$ cat src/hdl/wb_bridge_pkg.sv
package wb_bridge_pkg;

   localparam int WORD_W = 32; // width of the host stream and of the wishbone data bus

   // ----------------------------------------------------------
   // command word layout
   // ----------------------------------------------------------
   localparam int OPCODE_LSB     = 0;
   localparam int OPCODE_W       = 2;
   localparam int BLOCK_SIZE_LSB = 2;
   localparam int BLOCK_SIZE_W   = 13; // number of data words moved by one packet
   localparam int CMD_ID_LSB     = 15;
   localparam int CMD_ID_W       = 8;  // tag owned by the host, echoed back with the command
   localparam int BLOCK_POS_BIT  = 23; // set on continuation packets of a larger transfer
   localparam int ADDR_INCR_LSB  = 24;
   localparam int ADDR_INCR_W    = 8;  // address step between the accesses of a burst

   // ----------------------------------------------------------
   // reply layout
   // ----------------------------------------------------------
   // a write reply has no bus data, so this word takes its slot
   localparam logic [WORD_W-1:0] WRITE_FILLER = 32'hdeadbeef;
   localparam int PACKET_ALIGN       = 4; // packets in both directions are a multiple of this
   localparam int RESULT_TIMEOUT_BIT = 0; // the only used bit of the result word

   // opcode in the low bits of the command word
   typedef enum logic [1:0] {
      cmd_read              = 2'd0,
      cmd_write             = 2'd1,
      cmd_read_modify_write = 2'd2
   } cmd_type_e;

   // packet sequencer, get states parse the input and put states build the reply
   typedef enum logic [3:0] {
      get_command,
      get_address,
      get_mask,
      get_data,
      bus_access,
      put_command,
      put_data,
      put_address,
      put_result
   } seq_state_e;

endpackage

$ cat src/hdl/bridge_sequencer.sv
`timescale 1ns/10ps

module bridge_sequencer import wb_bridge_pkg::*; (
   input  logic              sys_clk,
   input  logic              sys_clk_rst,
   input  logic [WORD_W-1:0] in_data_i,          // input FIFO head word
   input  logic              in_empty_i,
   input  logic              out_almost_full_i,
   input  logic              acc_done_i,
   input  logic [WORD_W-1:0] acc_rdata_i,
   input  logic              acc_timed_out_i,
   output logic              in_rd_en_o,
   output logic              out_wr_en_o,
   output logic [WORD_W-1:0] out_data_o,
   output logic              acc_start_o,
   output logic              acc_skip_o,
   output logic              acc_we_o,
   output logic [WORD_W-1:0] acc_adr_o,
   output logic [WORD_W-1:0] acc_wdata_o
);

   localparam int ALIGN_W = $clog2(PACKET_ALIGN);
   // reply position of the last read word in front of address and result
   localparam logic [ALIGN_W-1:0] READ_TAIL = ALIGN_W'(PACKET_ALIGN - 2);

   seq_state_e            state;
   logic [WORD_W-1:0]     command;
   logic [WORD_W-1:0]     address;    // address of the next access
   logic [WORD_W-1:0]     last_adr;   // address of the access that finished last
   logic [WORD_W-1:0]     mask;
   logic [WORD_W-1:0]     rd_word;    // last read data, the old value for read-modify-write
   logic [BLOCK_SIZE_W:0] in_words;   // data words taken from the host
   logic [BLOCK_SIZE_W:0] out_words;  // read words put into the reply
   logic [ALIGN_W-1:0]    in_phase;   // input packet length modulo the alignment
   logic [ALIGN_W-1:0]    out_phase;  // reply length modulo the alignment
   logic                  timeout_flag;

   // ----------------------------------------------------------
   // command decode
   // ----------------------------------------------------------
   cmd_type_e             opcode;
   logic [BLOCK_SIZE_W:0] block_size;
   logic                  block_pos;
   logic [WORD_W-1:0]     addr_step;
   logic                  is_write;
   logic                  is_rmw;
   logic                  take;
   logic                  last_read;
   logic [ALIGN_W-1:0]    out_next;
   logic [WORD_W-1:0]     merged;
   logic [WORD_W-1:0]     result;

   assign opcode     = cmd_type_e'(command[OPCODE_LSB +: OPCODE_W]);
   assign block_size = {1'b0, command[BLOCK_SIZE_LSB +: BLOCK_SIZE_W]};
   assign block_pos  = command[BLOCK_POS_BIT];
   assign addr_step  = {{(WORD_W - ADDR_INCR_W){1'b0}}, command[ADDR_INCR_LSB +: ADDR_INCR_W]};
   assign is_write   = (opcode == cmd_write);
   assign is_rmw     = (opcode == cmd_read_modify_write); // any other code runs as a read

   assign take      = in_rd_en_o && !in_empty_i;         // a word leaves the input FIFO
   assign last_read = (out_words + 1'b1 >= block_size);  // current reply word ends the data
   assign out_next  = out_phase + 1'b1;
   assign merged    = (rd_word & ~mask) | (acc_wdata_o & mask); // masked bits from the host
   assign acc_adr_o = address;

   always_comb begin
      result                     = '0;
      result[RESULT_TIMEOUT_BIT] = timeout_flag;
   end

   // ----------------------------------------------------------
   // packet state machine
   // ----------------------------------------------------------
   always_ff @(posedge sys_clk) begin
      if (sys_clk_rst) begin
         state        <= get_command;
         in_rd_en_o   <= 1'b0;
         out_wr_en_o  <= 1'b0;
         acc_start_o  <= 1'b0;
         in_words     <= '0;
         out_words    <= '0;
         in_phase     <= '0;
         out_phase    <= '0;
         timeout_flag <= 1'b0;
      end else begin
         in_rd_en_o  <= 1'b0; // dropped after every word, one word per two cycles
         out_wr_en_o <= 1'b0;
         acc_start_o <= 1'b0;
         unique case (state)
            get_command: begin
               in_rd_en_o <= !take;
               if (take) begin
                  command   <= in_data_i;
                  in_words  <= '0;
                  out_words <= '0;
                  state     <= get_address;
               end
            end
            get_address: begin
               in_rd_en_o <= !take;
               if (take) begin
                  address <= in_data_i;
                  if (!block_pos) begin
                     timeout_flag <= 1'b0; // a fresh transfer forgets an old timeout
                  end
                  state <= get_mask;
               end
            end
            get_mask: begin
               in_rd_en_o <= !take; // mask slot, a dummy word for everything but rmw
               if (take) begin
                  mask     <= in_data_i;
                  in_phase <= ALIGN_W'(3);
                  state    <= get_data;
               end
            end
            get_data: begin
               if (is_write && in_words >= block_size && in_phase == '0) begin
                  state <= put_command; // data and padding of the burst are consumed
               end else begin
                  in_rd_en_o <= !take;
                  if (take) begin
                     in_phase <= in_phase + 1'b1;
                     // padding words after the burst data are just dropped
                     if (!is_write || in_words < block_size) begin
                        in_words    <= in_words + 1'b1;
                        acc_start_o <= 1'b1;
                        acc_skip_o  <= timeout_flag;
                        acc_we_o    <= is_write;  // rmw starts with the read of the old value
                        acc_wdata_o <= in_data_i;
                        state       <= bus_access;
                     end
                  end
               end
            end
            bus_access: begin
               if (acc_done_i) begin
                  if (acc_timed_out_i) begin
                     timeout_flag <= 1'b1; // sticky over continuation packets
                  end
                  if (!acc_we_o) begin
                     rd_word <= acc_rdata_i;
                  end
                  // the rmw write-back reuses the address of its read
                  if (!is_rmw || acc_we_o) begin
                     last_adr <= address;
                     address  <= address + addr_step;
                  end
                  if (is_write) begin
                     state <= get_data;
                  end else if (acc_we_o || out_words != '0) begin
                     state <= put_data;
                  end else begin
                     state <= put_command; // first read of a packet, reply starts now
                  end
               end
            end
            put_command: begin
               if (!out_almost_full_i) begin
                  out_wr_en_o <= 1'b1;
                  out_data_o  <= command;
                  out_phase   <= ALIGN_W'(1);
                  if (is_rmw) begin
                     acc_start_o <= 1'b1;     // write back the merged word
                     acc_skip_o  <= timeout_flag;
                     acc_we_o    <= 1'b1;
                     acc_wdata_o <= merged;
                     state       <= bus_access;
                  end else begin
                     state <= put_data;
                  end
               end
            end
            put_data: begin
               if (!out_almost_full_i) begin
                  out_wr_en_o <= 1'b1;
                  out_phase   <= out_next;
                  if (is_write) begin
                     out_data_o <= WRITE_FILLER;
                     state      <= put_address;
                  end else if (is_rmw) begin
                     out_data_o <= rd_word; // value before the modification
                     state      <= put_address;
                  end else if (out_words < block_size) begin
                     out_data_o <= rd_word;
                     out_words  <= out_words + 1'b1;
                     if (last_read && out_next == READ_TAIL) begin
                        state <= put_address;
                     end else if (!last_read) begin
                        acc_start_o <= 1'b1; // next read of the burst
                        acc_skip_o  <= timeout_flag;
                        acc_we_o    <= 1'b0;
                        state       <= bus_access;
                     end
                  end else begin
                     out_data_o <= '0;      // zero padding up to the alignment
                     if (out_next == READ_TAIL) begin
                        state <= put_address;
                     end
                  end
               end
            end
            put_address: begin
               if (!out_almost_full_i) begin
                  out_wr_en_o <= 1'b1;
                  out_data_o  <= last_adr;
                  state       <= put_result;
               end
            end
            put_result: begin
               if (!out_almost_full_i) begin
                  out_wr_en_o <= 1'b1;
                  out_data_o  <= result;
                  state       <= get_command;
               end
            end
            default: begin
               state <= get_command;
            end
         endcase
      end
   end

   // input parsing and reply writing never overlap, also across packet boundaries
   a_no_overlap: assert property (@(posedge sys_clk) disable iff (sys_clk_rst)
      in_rd_en_o |-> !out_wr_en_o)
      else $error("bridge_sequencer reads and writes the FIFOs in one cycle");

endmodule

$ cat config.mk
export PLATFORM = sky130hd
export DESIGN_NAME = bridge_sequencer
export DESIGN_NICKNAME = d
export VERILOG_FILES = /design/src/hdl/wb_bridge_pkg.sv /design/src/hdl/bridge_sequencer.sv
export SDC_FILE = /design/constraint.sdc
export NUM_CORES = 1
export LEC_CHECK = 0
export BUFFER_PORTS_ARGS = -buffer_cell sky130_fd_sc_hd__buf_2
export CORE_MARGIN = 2
export CORE_UTILIZATION = 58
export DETAILED_ROUTE_END_ITERATION = 8
export PLACE_DENSITY_LB_ADDON = 0.05
export SYNTH_ARGS = -nofsm -noshare
export SYNTH_HDL_FRONTEND = slang
export SYNTH_SLANG_ARGS = --single-unit
$ cat constraint.sdc
create_clock -name sys_clk -period 4.9 [get_ports sys_clk]
set_input_delay 0.735 -clock sys_clk [delete_from_list [all_inputs] [get_ports sys_clk]]
set_output_delay 0.735 -clock sys_clk [all_outputs]
set_load 0.01 [all_outputs]
# After elaboration in Yosys (flattened, before gate mapping)
# Cells that the tools add are included.
# word_totals
reg_bits	266
input_bits	70
elab_cells	208
# classes
n_addsub	5
magnitude_cmp	4
eq_ne	35
n_mux	100
bitwise	7
n_reduce_logical	39
# ops
cell	count
2-to-1 mux 32 bit	15
case mux 32 bit (2 select lines)	2
case mux 32 bit (4 select lines)	1
2-to-1 mux 14 bit	8
2-to-1 mux 4 bit	17
bitwise AND 32 bit	2
case mux 14 bit (2 select lines)	2
inequality test 2 bit (second input constant)	20
2-to-1 mux 1 bit	39
case mux 4 bit (9 select lines)	1
adder 32 x 8 -> 32 bit	1
NOT 32 bit	1
OR 32 bit	1
adder 14 x 1 -> 14 bit (second input constant)	2
>= comparator 14 x 13 -> 1 bit	2
less-than comparator 14 x 13 -> 1 bit	2
equality test 4 x 3 -> 1 bit (second input constant)	4
AND reduction 5 bit	3
2-to-1 mux 2 bit	7
nonzero test 14 bit	1
AND reduction 13 bit	1
AND reduction 12 bit	1
AND reduction 4 bit	3
AND reduction 6 bit	2
27 further kinds	52

# Longest topological paths before layout
# Gate-level depths: netlist of run 1.
# logic_depth
word_depth	9
depth_mapped	14

# Worst setup path after synthesis of run 1
# Ideal clock, no wire load.
# synth_timing
path_type	register to register
start	reg state[2]
end	reg address[0], in the netlist acc_adr_o[0] (enable)
t_arrival_ps	3948
required_time_ps	4472
path_slack_ps	524
path_stages_with_launch	7
n_path_buf	1
cell_sequence	dfxtp_1 -> clkbuf_1 -> nand2b_1 -> nor3_1 -> nand3b_1 -> a21oi_1 -> o21bai_1
# synth_via
elab_chain_cells	3
elab_cells_between_ends	7
# synth_lines
item	line_no	rtl
start, declared	bridge_sequencer.sv:26	seq_state_e state;
start signal, assigned	bridge_sequencer.sv:76	state <= get_command;
start signal, assigned	bridge_sequencer.sv:96	state <= get_address;
start signal, assigned	bridge_sequencer.sv:106	state <= get_mask;
equality test 4 x 3 -> 1 bit or equality test 4 x 1 -> 1 bit (tied branches)	bridge_sequencer.sv:89	unique case (state)
inequality test 2 bit (no line) or nonzero test 2 bit (tied branches)	--	
AND reduction 5 bit (no line) (*)	--	
end signal, assigned	bridge_sequencer.sv:102	address <= in_data_i;
end signal, assigned	bridge_sequencer.sv:147	address <= address + addr_step;
end, declared	bridge_sequencer.sv:28	logic [WORD_W-1:0] address;
# Every way passes the cells marked *; elsewhere a longest branch is shown, timed or not.
# A chain may end at the register's enable or synchronous reset.

# Worst setup path after layout of run 1
# layout_timing
start	reg out_words[1]
end	reg state[3]
# layout_via
elab_chain_cells	9
elab_cells_between_ends	13
# layout_lines
item	line_no	rtl
start, declared	bridge_sequencer.sv:33	logic [BLOCK_SIZE_W:0] out_words;
start signal, assigned	bridge_sequencer.sv:186	out_words <= out_words + 1'b1;
adder 14 x 1 -> 14 bit	bridge_sequencer.sv:61	assign last_read = (out_words + 1'b1 >= block_size);
>= comparator 14 x 13 -> 1 bit	bridge_sequencer.sv:61	
logical AND 1 bit	bridge_sequencer.sv:187	if (last_read && out_next == READ_TAIL) begin
2-to-1 mux 4 bit	bridge_sequencer.sv:187	
2-to-1 mux 4 bit	bridge_sequencer.sv:184	end else if (out_words < block_size) begin
2-to-1 mux 4 bit	bridge_sequencer.sv:181	end else if (is_rmw) begin
2-to-1 mux 4 bit	bridge_sequencer.sv:178	if (is_write) begin
2-to-1 mux 4 bit	bridge_sequencer.sv:175	if (!out_almost_full_i) begin
case mux 4 bit (9 select lines)	bridge_sequencer.sv:89	
end signal, assigned	bridge_sequencer.sv:96	
end signal, assigned	bridge_sequencer.sv:180	state <= put_address;
end signal, assigned	bridge_sequencer.sv:183	state <= put_address;
# Several ways; a longest one is shown, not always the timed one. The select of a mux whose other input is x is not followed.

==> flow_summary.json, run 1 <==
{
  "status": "finished clean",
  "power.internal_mw": 3.71,
  "setup_viol": 0,
  "layout_worst_path_cycle_share": 0.805,
  "postSynthAreaPerCell_um2": 11.4,
  "irDropWorstVdd_v": 0.000267,
  "clock-skew-final_ns": 0.0215,
  "rsz0062_at_grt": "false",
  "fp.dieW_um": 153,
  "power.switching_mw": 1.02,
  "synth-seq-cells": 266,
  "wl_per_cell_um": 22.5,
  "synth_warnings": 0,
  "die_area_mm2": 0.0234,
  "cts_root_buf": "clkbuf_16",
  "ctsHoldBuffers": 0,
  "layout.nets": 1421,
  "synth-edff-count": 226,
  "power.share.switching": 0.216,
  "cts_tree": "built",
  "port_buffers": 170,
  "crit_start": "out_words[1]",
  "grt_pass1_wl_um": 55500,
  "diodes": 0,
  "grt_pass1_vias": 9548,
  "worstPathRequired_ns": 5.34,
  "critPathKind": "flop to flop",
  "post_cts_resized": 0,
  "regToRegSetupSlack_ns": 0.95,
  "cts.sinks": 266,
  "grt_use_total": 0.305,
  "hold_class": "primary input to flop",
  "p_leak_nw": 5.72,
  "drive_gt1_frac": 0.200,
  "die_h_um": 153,
  "reg2reg_to": "state[3]",
  "arrival_ns": 4.38,
  "core_mm2": 0.0218,
  "numCtsBuffers": 28,
  "wirelength_um": 35900,
  "worstPathMaxFanout": 7,
  "seqPwrFrac": 0.527,
  "clockPowerShare": 0.431,
  "io_pins": 171,
  "num_vias": 9941,
  "clock_tree.htree_level_count": 1,
  "overflow": 0,
  "drt_iter0_drc": 1135,
  "fmax_mhz": 253,
  "initial_core_util": 0.590,
  "synthCells": 1132,
  "cts_setup_buffers": 0,
  "r2r_start": "out_words[1]",
  "clk_pin_slew_ns": 0.06,
  "final_cell_mix": "edfxtp_1, buf_2, nand2_1, o21ai_0, a21oi_1",
  "synth.distinct_cells": 72,
  "combPwrFrac": 0.043,
  "p_total_mw": 4.73,
  "ys_async_sr_fraction": 0,
  "seq_area_frac_synth": 0.589,
  "reg2reg_depth": 14,
  "mappedNetlistNets": 1257,
  "finalMaxSlewViolations": 0,
  "maxCapViolCount": 0,
  "syn_area_mm2": 0.0129,
  "power.density_mw_per_mm2": 316,
  "clockBufferDepth": 3,
  "worst_pin_slew_ns": 1.14,
  "ant_nets": 0,
  "area_growth_syn_to_layout_pct": 16.1,
  "relSlewSlack": 0.237,
  "fin_hold_ws_ns": 0.341,
  "grt_start_max_net_pins": 45,
  "antenna_found_initial": 1,
  "first_pass_iters": 5,
  "hpwl_um": 24300,
  "insertion_delay_ns": 0.56,
  "num_rows": 54,
  "avgViaCountPerCell": 6.22,
  "post-route-min-period_ns": 3.95,
  "layout_commonest_cell": "edfxtp_1",
  "finalHoldViolations": 0,
  "setup_tns_ns": 0,
  "endpoint_kind": "flop",
  "route.detailed.drc": 0,
  "synth_ff_type": "edfxtp_1",
  "cp-endpoint": "state[3]",
  "startpoint_type": "flop",
  "gp_congestion": 0.929
}
-- worst max-delay path, stage by stage, from the launching register on --
cell	delay, ns
dfxtp_1	0.49
ha_1	0.31
nand3_1	0.21
or3_1	0.45
nor2_1	0.26
nand3_1	0.13
xnor2_1	0.17
ha_1	0.32
nand3_1	0.12
nor3_1	0.27
nor2_1	0.07
o2111a_2	0.19
a2111oi_4	0.42
nor2_2	0.12
mux2_4	0.30
-- power by group through the flow --
| stage | clock, mW | sequential, mW | combinational [mW] |
|---|---|---|---|
| after floorplan | 0 | 2.53 | 0.110 |
| after global placement | 0 | 2.54 | 0.193 |
| after detailed placement | 0 | 2.54 | 0.198 |
| after CTS | 2.05 | 2.49 | 0.200 |
| after global routing | 2.15 | 2.49 | 0.224 |
| final | 2.04 | 2.49 | 0.202 |
-- synth_stat cells (all sizes together), types with 18 or more instances --
cell | instances | area [µm²]
nor2 | 43 | 166
ha | 54 | 676
nand3 | 30 | 150
nor3 | 28 | 140
nand2b | 48 | 300
nand2 | 125 | 472
edfxtp | 226 | 6790
a21oi | 91 | 455
clkbuf | 43 | 163
dfxtp | 40 | 801
a22oi | 24 | 180
o21ai | 94 | 470
inv | 48 | 180
buf | 18 | 109
-- worst min path at each step --
stage	from	to	slack, ns	cells past startpoint
detailed placement	in_phase[0]	in_phase[0]	0.47	1
floorplan	timeout_flag	acc_skip_o	0.43	0
CTS	acc_rdata_i[26]	rd_word[26]	0.33	1
global route	acc_rdata_i[15]	rd_word[15]	0.32	1
finish	acc_rdata_i[27]	rd_word[27]	0.34	1
global placement	in_phase[0]	in_phase[0]	0.46	1
-- cell families after synthesis --
kind of cell	share of synthesized area
AND/OR/NAND/NOR	0.139
AO/OA/AOI/OAI	0.149
flip-flops	0.589
buffers and inverters	0.0351
adder cells (fa/ha/maj)	0.0540
XOR/XNOR	0.0211
multiplexers	0.0130
-- final cells by class --
class / instances / area (µm²)
multi-input combinational: 757 / 4920
inverter: 48 / 180
fill: 1633 / 6860
tap: 280 / 350
timing repair buffer: 195 / 1050
clock inverter: 11 / 126
sequential: 266 / 7590
clock buffer: 40 / 746
-- per-layer routing --
metal	part of all wire	track usage	vias up
met3	0.089	0.0578	63
met2	0.46	0.477	508
met1	0.43	0.443	4781
met4	0.028	0.0802	2
met5	0.00019	0	-
li1	-	-	4587
-- through the flow --
| stage | std cells | cell area (µm²) | setup slack (ns) | util |
|---|---|---|---|---|
| final | 1597 | 15000 | 0.955 | 0.686 |
| after global routing | 1597 | 15000 | 0.601 | 0.686 |
| after CTS | 1597 | 15000 | 1.01 | 0.686 |
| after detailed placement | 1546 | 14100 | 1.05 | 0.646 |
| after global placement | 1546 | 14100 | 1.21 | 0.646 |
| after floorplan | 1132 | 12900 | 0.524 | - |
No activity file was read; power rests on OpenSTA's default activity.
==> run 2, diff against run 1 <==
ABC_AREA = 1   (was default)
clock period = 4 ns   (was 4.9 ns; I/O delays follow)
==> run 2 against run 1 <==
Compared with the run above:
- critical path depth rose by 2
- non-clock buffer count fell by 4
- count of clock-buffer cells in the layout fell by 7
- final cell count rose by 12%
- worst hold slack got worse by 0.12 ns
- cell area rose by 0.67%
- sequential power rose by 27%
- combinational power rose to 3.1 times the previous value
- first-iteration DRC count fell by 16%
- sequential cell count did not move
- utilization rose by 0.25 points
- clock skew fell by 0.0020 ns
- critical path type unchanged
- largest cell class unchanged
- largest power group unchanged
==> flow_summary.json, run 2 <==
{
  "status": "finished clean",
  "synth-edff-count": 226,
  "setup_viol": 0,
  "clk_pin_slew_ns": 0.07,
  "clock_tree.htree_level_count": 1,
  "layout.nets": 1612,
  "mappedNetlistNets": 1436,
  "maxCapViolCount": 0,
  "startpoint_type": "flop",
  "worst_pin_slew_ns": 1.31,
  "clock-skew-final_ns": 0.0194,
  "r2r_start": "out_words[0]",
  "critPathKind": "flop to flop",
  "fp.dieW_um": 154,
  "crit_chain": "ha_1 > nand3_1 > inv_1 > nand3_1 > nor2_1 > nand2_1 > nor2_1 > xor2_1 > ha_1 > inv_1 > nor2_1 > nand2_1 > nand2_1 > a21oi_2 > nand3_1 > a211oi_1",
  "synth-seq-cells": 266,
  "cts_root_buf": "clkbuf_16",
  "power.internal_mw": 4.67,
  "wl_per_cell_um": 20.6,
  "synth_commonest_cells": "nand2_1, edfxtp_1, a21oi_1",
  "ctsHoldBuffers": 0,
  "combPwrFrac": 0.101,
  "grt_pass1_vias": 10200,
  "grt_pass1_wl_um": 56700,
  "arrival_ns": 3.16,
  "hold_depth": 1,
  "power.share.switching": 0.250,
  "antenna_found_initial": 0,
  "finalMaxSlewViolations": 0,
  "hold_class": "primary input to flop",
  "core_mm2": 0.0219,
  "worst_hold_path.endpoint": "rd_word[3]",
  "reg2reg_depth": 16,
  "power.switching_mw": 1.55,
  "insertion_delay_ns": 0.55,
  "initial_core_util": 0.593,
  "drt_iter0_drc": 954,
  "route.detailed.drc": 0,
  "synth.distinct_cells": 46,
  "fill_cells": 1743,
  "grt_use_total": 0.311,
  "p_leak_nw": 6.16,
  "synth_warnings": 0,
  "reg2reg_to": "acc_we_o",
  "io_pins": 171,
  "yosys.area.top_type_share": 0.523,
  "post-route-min-period_ns": 2.95,
  "clockPowerShare": 0.392,
  "syn_area_mm2": 0.0130,
  "drive_gt1_frac": 0.176,
  "worstPathMaxFanout": 6,
  "placed_cell_area_mm2": 0.0142,
  "synth_ff_type": "edfxtp_1",
  "hpwl_um": 25700,
  "first_pass_iters": 5,
  "final_core_util": 0.688,
  "cts.sinks": 266,
  "postSynthAreaPerCell_um2": 9.90,
  "post_cts_resized": 0,
  "final_cell_mix": "nand2_1, edfxtp_1, buf_2, a21oi_1, inv_1",
  "fmax_mhz": 339,
  "layout_worst_path_cycle_share": 0.738,
  "clockBufferDepth": 3,
  "setup_tns_ns": 0,
  "wirelength_um": 36900,
  "worstPathRequired_ns": 4.21,
  "synth_area_leaders": "edfxtp_1, nand2_1, dfxtp_1",
  "synthCells": 1311,
  "gp_congestion": 0.857,
  "endpoint_kind": "flop",
  "netlist.top_cell.by_area": "edfxtp_1",
  "seqPwrFrac": 0.507,
  "avgViaCountPerCell": 5.85,
  "final_area_mm2": 0.0151,
  "numCtsBuffers": 28,
  "cts_tree": "built",
  "max_stage_delay_ns": 0.44,
  "num_rows": 54,
  "finalHoldViolations": 0,
  "power.density_mw_per_mm2": 413,
  "num_vias": 10500,
  "grt_start_max_net_pins": 43,
  "rsz0062_at_grt": "false",
  "regToRegSetupSlack_ns": 1.05,
  "area_growth_syn_to_layout_pct": 16.1,
  "synth_most_common_cell": "nand2_1",
  "die_h_um": 154,
  "diodes": 0,
  "overflow": 0,
  "critPathSlowestCell": "dfxtp_1",
  "irDropWorstVdd_v": 0.000432,
  "relSlewSlack": 0.123,
  "seq_area_frac_synth": 0.585,
  "ant_nets": 0,
  "cts_setup_buffers": 0,
  "port_buffers": 170,
  "ys_async_sr_fraction": 0,
  "die_area_mm2": 0.0236,
  "min_from": "acc_rdata_i[3]",
  "layout_commonest_cell": "nand2_1"
}
[run 2: cell types whose count changed after synthesis, moves of 20 or more]
cell and delta:
nand2_1 +223, o21ai_0 -56, inv_1 +53, nand2b_1 -48
nor2_1 +47, nand3_1 +40, nand3b_1 +27, a22oi_1 -24
a21oi_1 +22, nor3_1 -20
[run 2: layer usage]
metal	vias up	track usage	share of wire
met1	4950	0.425	0.40
met5	-	0	0
met4	0	0.111	0.037
met3	87	0.0443	0.083
li1	4893	-	-
met2	522	0.512	0.48
[run 2: logic make-up (layout without fill, tap and decap cells)]
group | count (synthesis) | count (layout) | synth area share
flip-flops | 266 | 266 | 0.585
AO/OA/AOI/OAI | 203 | 203 | 0.0882
XOR/XNOR | 36 | 36 | 0.0243
adder cells (fa/ha/maj) | 55 | 55 | 0.0536
buffers and inverters | 157 | 354 | 0.0469
AND/OR/NAND/NOR | 594 | 594 | 0.202
[run 2: power groups by stage]
stage	Sequential (mW)	Clock, mW	Combinational (mW)
3_5_place_dp	3.21	0	0.617
2_1_floorplan	3.21	0	0.363
4_1_cts	3.15	2.45	0.619
3_3_place_gp	3.21	0	0.603
6_report	3.16	2.44	0.625
5_1_grt	3.16	2.56	0.688
[run 2: per-stage QoR]
| step | total power, mW | cells | hold slack (ns) | worst slack, ns |
|---|---|---|---|---|
| 2_1_floorplan | 3.58 | 1311 | 0.408 | 0.0378 |
| 3_3_place_gp | 3.81 | 1737 | 0.444 | 1.18 |
| 3_5_place_dp | 3.83 | 1737 | 0.449 | 1.06 |
| 4_1_cts | 6.23 | 1788 | 0.214 | 1.04 |
| 5_1_grt | 6.40 | 1788 | 0.210 | 0.691 |
| 6_report | 6.22 | 1788 | 0.221 | 1.05 |
[run 2: worst max-delay path by stage]
stage                              end  slack, ns  cells after the start          from
after global routing          acc_we_o       0.69                     19  out_words[1]
after CTS                     acc_we_o       1.04                     16  out_words[1]
after floorplan           acc_adr_o[0]       0.04                      3    in_empty_i
after detailed placement    acc_skip_o       1.06                     16  out_words[0]
final                         acc_we_o       1.05                     16  out_words[0]
after global placement     command[23]       1.18                      5    in_empty_i
[run 2: final cells by class]
type | instances | area [µm²] | share of cell area
timing repair buffer | 191 | 1020 | 0.0678
multi-input combinational | 888 | 4830 | 0.320
inverter | 112 | 420 | 0.0279
sequential | 266 | 7590 | 0.504
clock buffer | 33 | 729 | 0.0484
clock inverter | 18 | 129 | 0.00856
tap | 280 | 350 | 0.0233
[run 2: critical path, delay by kind of cell (launching register included)]
kind / cells / cell delay, ns
AND/OR/NAND/NOR: 9 / 0.89
AO/OA/AOI/OAI: 2 / 0.46
XOR/XNOR: 1 / 0.20
adder cells (fa/ha/maj): 2 / 0.49
buffers and inverters: 2 / 0.14
flip-flops: 1 / 0.44
==> run 3, diff against run 2 <==
CORE_UTILIZATION = 53   (was 58)
clock period = 2.4 ns   (was 4 ns; I/O delays follow)
==> run 3 against run 2 <==
Compared with the run above:
- the run now ends with negative setup slack left
- global-route usage shrank 0.21 points
- via count up 5.2%
- non-clock buffer count rose by 148
- sequential power grew 66%
- worst setup slack worse by 1.2 ns
- register-to-register slack got worse by 1.2 ns
- critical endpoint is now acc_skip_o
==> flow_summary.json, run 3 (synthesis gave the netlist of run 2 again) <==
{
  "fin_hold_ws_ns": 0.0244,
  "hold_class": "primary input to flop",
  "worstPathMaxFanout": 3,
  "clock-skew-final_ns": 0.0208,
  "maxCapViolCount": 0,
  "fmax_mhz": 389,
  "clk_pin_slew_ns": 0.06,
  "post-route-min-period_ns": 2.57,
  "grt_pass1_vias": 10800,
  "num_rows": 57,
  "p_total_mw": 10.9,
  "status": "finished, violations left",
  "critPathKind": "flop to flop",
  "numCtsBuffers": 28,
  "wirelength_um": 40100,
  "crit_family": "simple AND/OR/NAND/NOR gates",
  "avgViaCountPerCell": 5.55,
  "finalHoldViolations": 0,
  "cts_tree": "built",
  "hpwl_um": 27500,
  "final_cells": 1982,
  "gp_congestion": 0.896,
  "clock_tree.htree_level_count": 1,
  "layout_commonest_cell": "nand2_1",
  "drive_gt1_frac": 0.284,
  "grt_pass1_wl_um": 60600,
  "die_area_mm2": 0.0258,
  "highest_layer": "met4",
  "pre_cts_slack_ns": -0.212,
  "crit_chain": "ha_4 > nand3_4 > inv_2 > nand3_4 > nor2_4 > nand2_2 > nor2_4 > xor2_2 > ha_1 > inv_1 > nor2_1 > nand2_1 > nand2_1 > a21oi_2 > nand3_2 > a211oi_4",
  "worstPathRequired_ns": 2.64,
  "grt_use_total": 0.308,
  "path_buf_inv": 2,
  "setup_viol": 6,
  "relSlewSlack": 0.455,
  "wl_per_cell_um": 20.2,
  "violations": "negative setup slack",
  "wl_met2_um": 19300,
  "power.density_mw_per_mm2": 641,
  "fin_ws_ns": -0.169,
  "endpoint_kind": "flop",
  "cts_root_buf": "clkbuf_16",
  "die_h_um": 160,
  "initial_core_util": 0.537,
  "core_mm2": 0.0242,
  "irDropWorstVdd_v": 0.000619,
  "arrival_ns": 2.80,
  "cts.sinks": 266,
  "setup_tns_ns": -0.825,
  "route.detailed.drc": 0,
  "final_cell_mix": "nand2_1, edfxtp_1, buf_2, buf_4, inv_1",
  "dr_wl_met3_um": 2700,
  "rsz0062_at_grt": "true",
  "layout.nets": 1760,
  "grt_start_max_net_pins": 33,
  "area_growth_syn_to_layout_pct": 31.2,
  "startpoint_type": "flop",
  "worst_pin_slew_ns": 0.816,
  "critPathSlowestCell": "dfxtp_4",
  "antenna_found_initial": 1,
  "insertion_delay_ns": 0.56,
  "io_pins": 171,
  "fp.dieW_um": 160,
  "ant_nets": 0,
  "clockBufferDepth": 3,
  "place_inst": 1877,
  "layout_worst_path_cycle_share": 1.07,
  "wl_met1_um": 16600,
  "num_vias": 11000,
  "overflow": 0,
  "first_pass_iters": 5,
  "port_buffers": 170,
  "finalMaxSlewViolations": 0,
  "drt_iter0_drc": 882,
  "p_leak_nw": 7.00,
  "max_stage_delay_ns": 0.36
}
==> run 3: changes by cell type in the layout (fill, tap and decap cells not counted), moves of 8 or more <==
cell           previous run  this run
a21oi_2                   1        25
nor2_1                   85        77
a21oi_1                 113        80
a21oi_4                   0         9
dlygate4sd3_1             0        32
nand2_1                 347       328
inv_1                   101        92
buf_6                     0         8
nand2_2                   5        20
buf_4                    20       117
buf_12                    1         9
ha_1                     54        46
==> run 3: metal layers <==
metal | GRT usage | vias up
met5 | 0 | -
met1 | 0.415 | 5288
met4 | 0.114 | 0
met3 | 0.0447 | 91
met2 | 0.513 | 419
li1 | - | 5196
==> run 3: path summary, 6_finish.rpt <==
path                                    start         end  slack, ns  depth (start not counted)
worst max-delay path             out_words[1]  acc_skip_o      -0.17                         16
worst min-delay path            in_data_i[27]    mask[27]       0.02                          1
worst max register to register   out_words[1]  acc_skip_o      -0.17                         16
worst min register to register   timeout_flag  acc_skip_o       0.45                          0
==> run 3: power breakdown <==
part	total, mW	internal [mW]	switching, mW	leakage (nW)
registers	5.25	5.17	0.0821	2.36
clock network	4.37	2.56	1.82	0.449
logic	1.29	0.501	0.794	4.18
==> run 3: layout make-up <==
| type | instances | area, µm² |
|---|---|---|
| diodes | 1 | 2.50 |
| clock buffers | 38 | 768 |
| clock inverters | 14 | 149 |
| fillers | 1807 | 7150 |
| inverters | 112 | 427 |
| multi-input cells | 888 | 5310 |
| flip-flops and latches | 266 | 7600 |
| well taps | 324 | 405 |
| repair buffers | 339 | 2370 |
==> run 3: repair_timing <==
action                                 4_1_cts  5_1_grt
hold buffers                                32        0
cloned                                       2        1
gates resized for setup                     23       98
pin swaps                                   11       21
endpoints found under the hold margin       32        0
setup endpoints to repair                   67      116
setup buffers                                8       11
==> run 3: per-stage QoR <==
stage               utilization  area, µm²
finish                    0.704      17000
global route              0.704      17000
CTS                       0.684      16500
detailed placement        0.624      15100
global placement          0.624      15100
floorplan                     -      13100
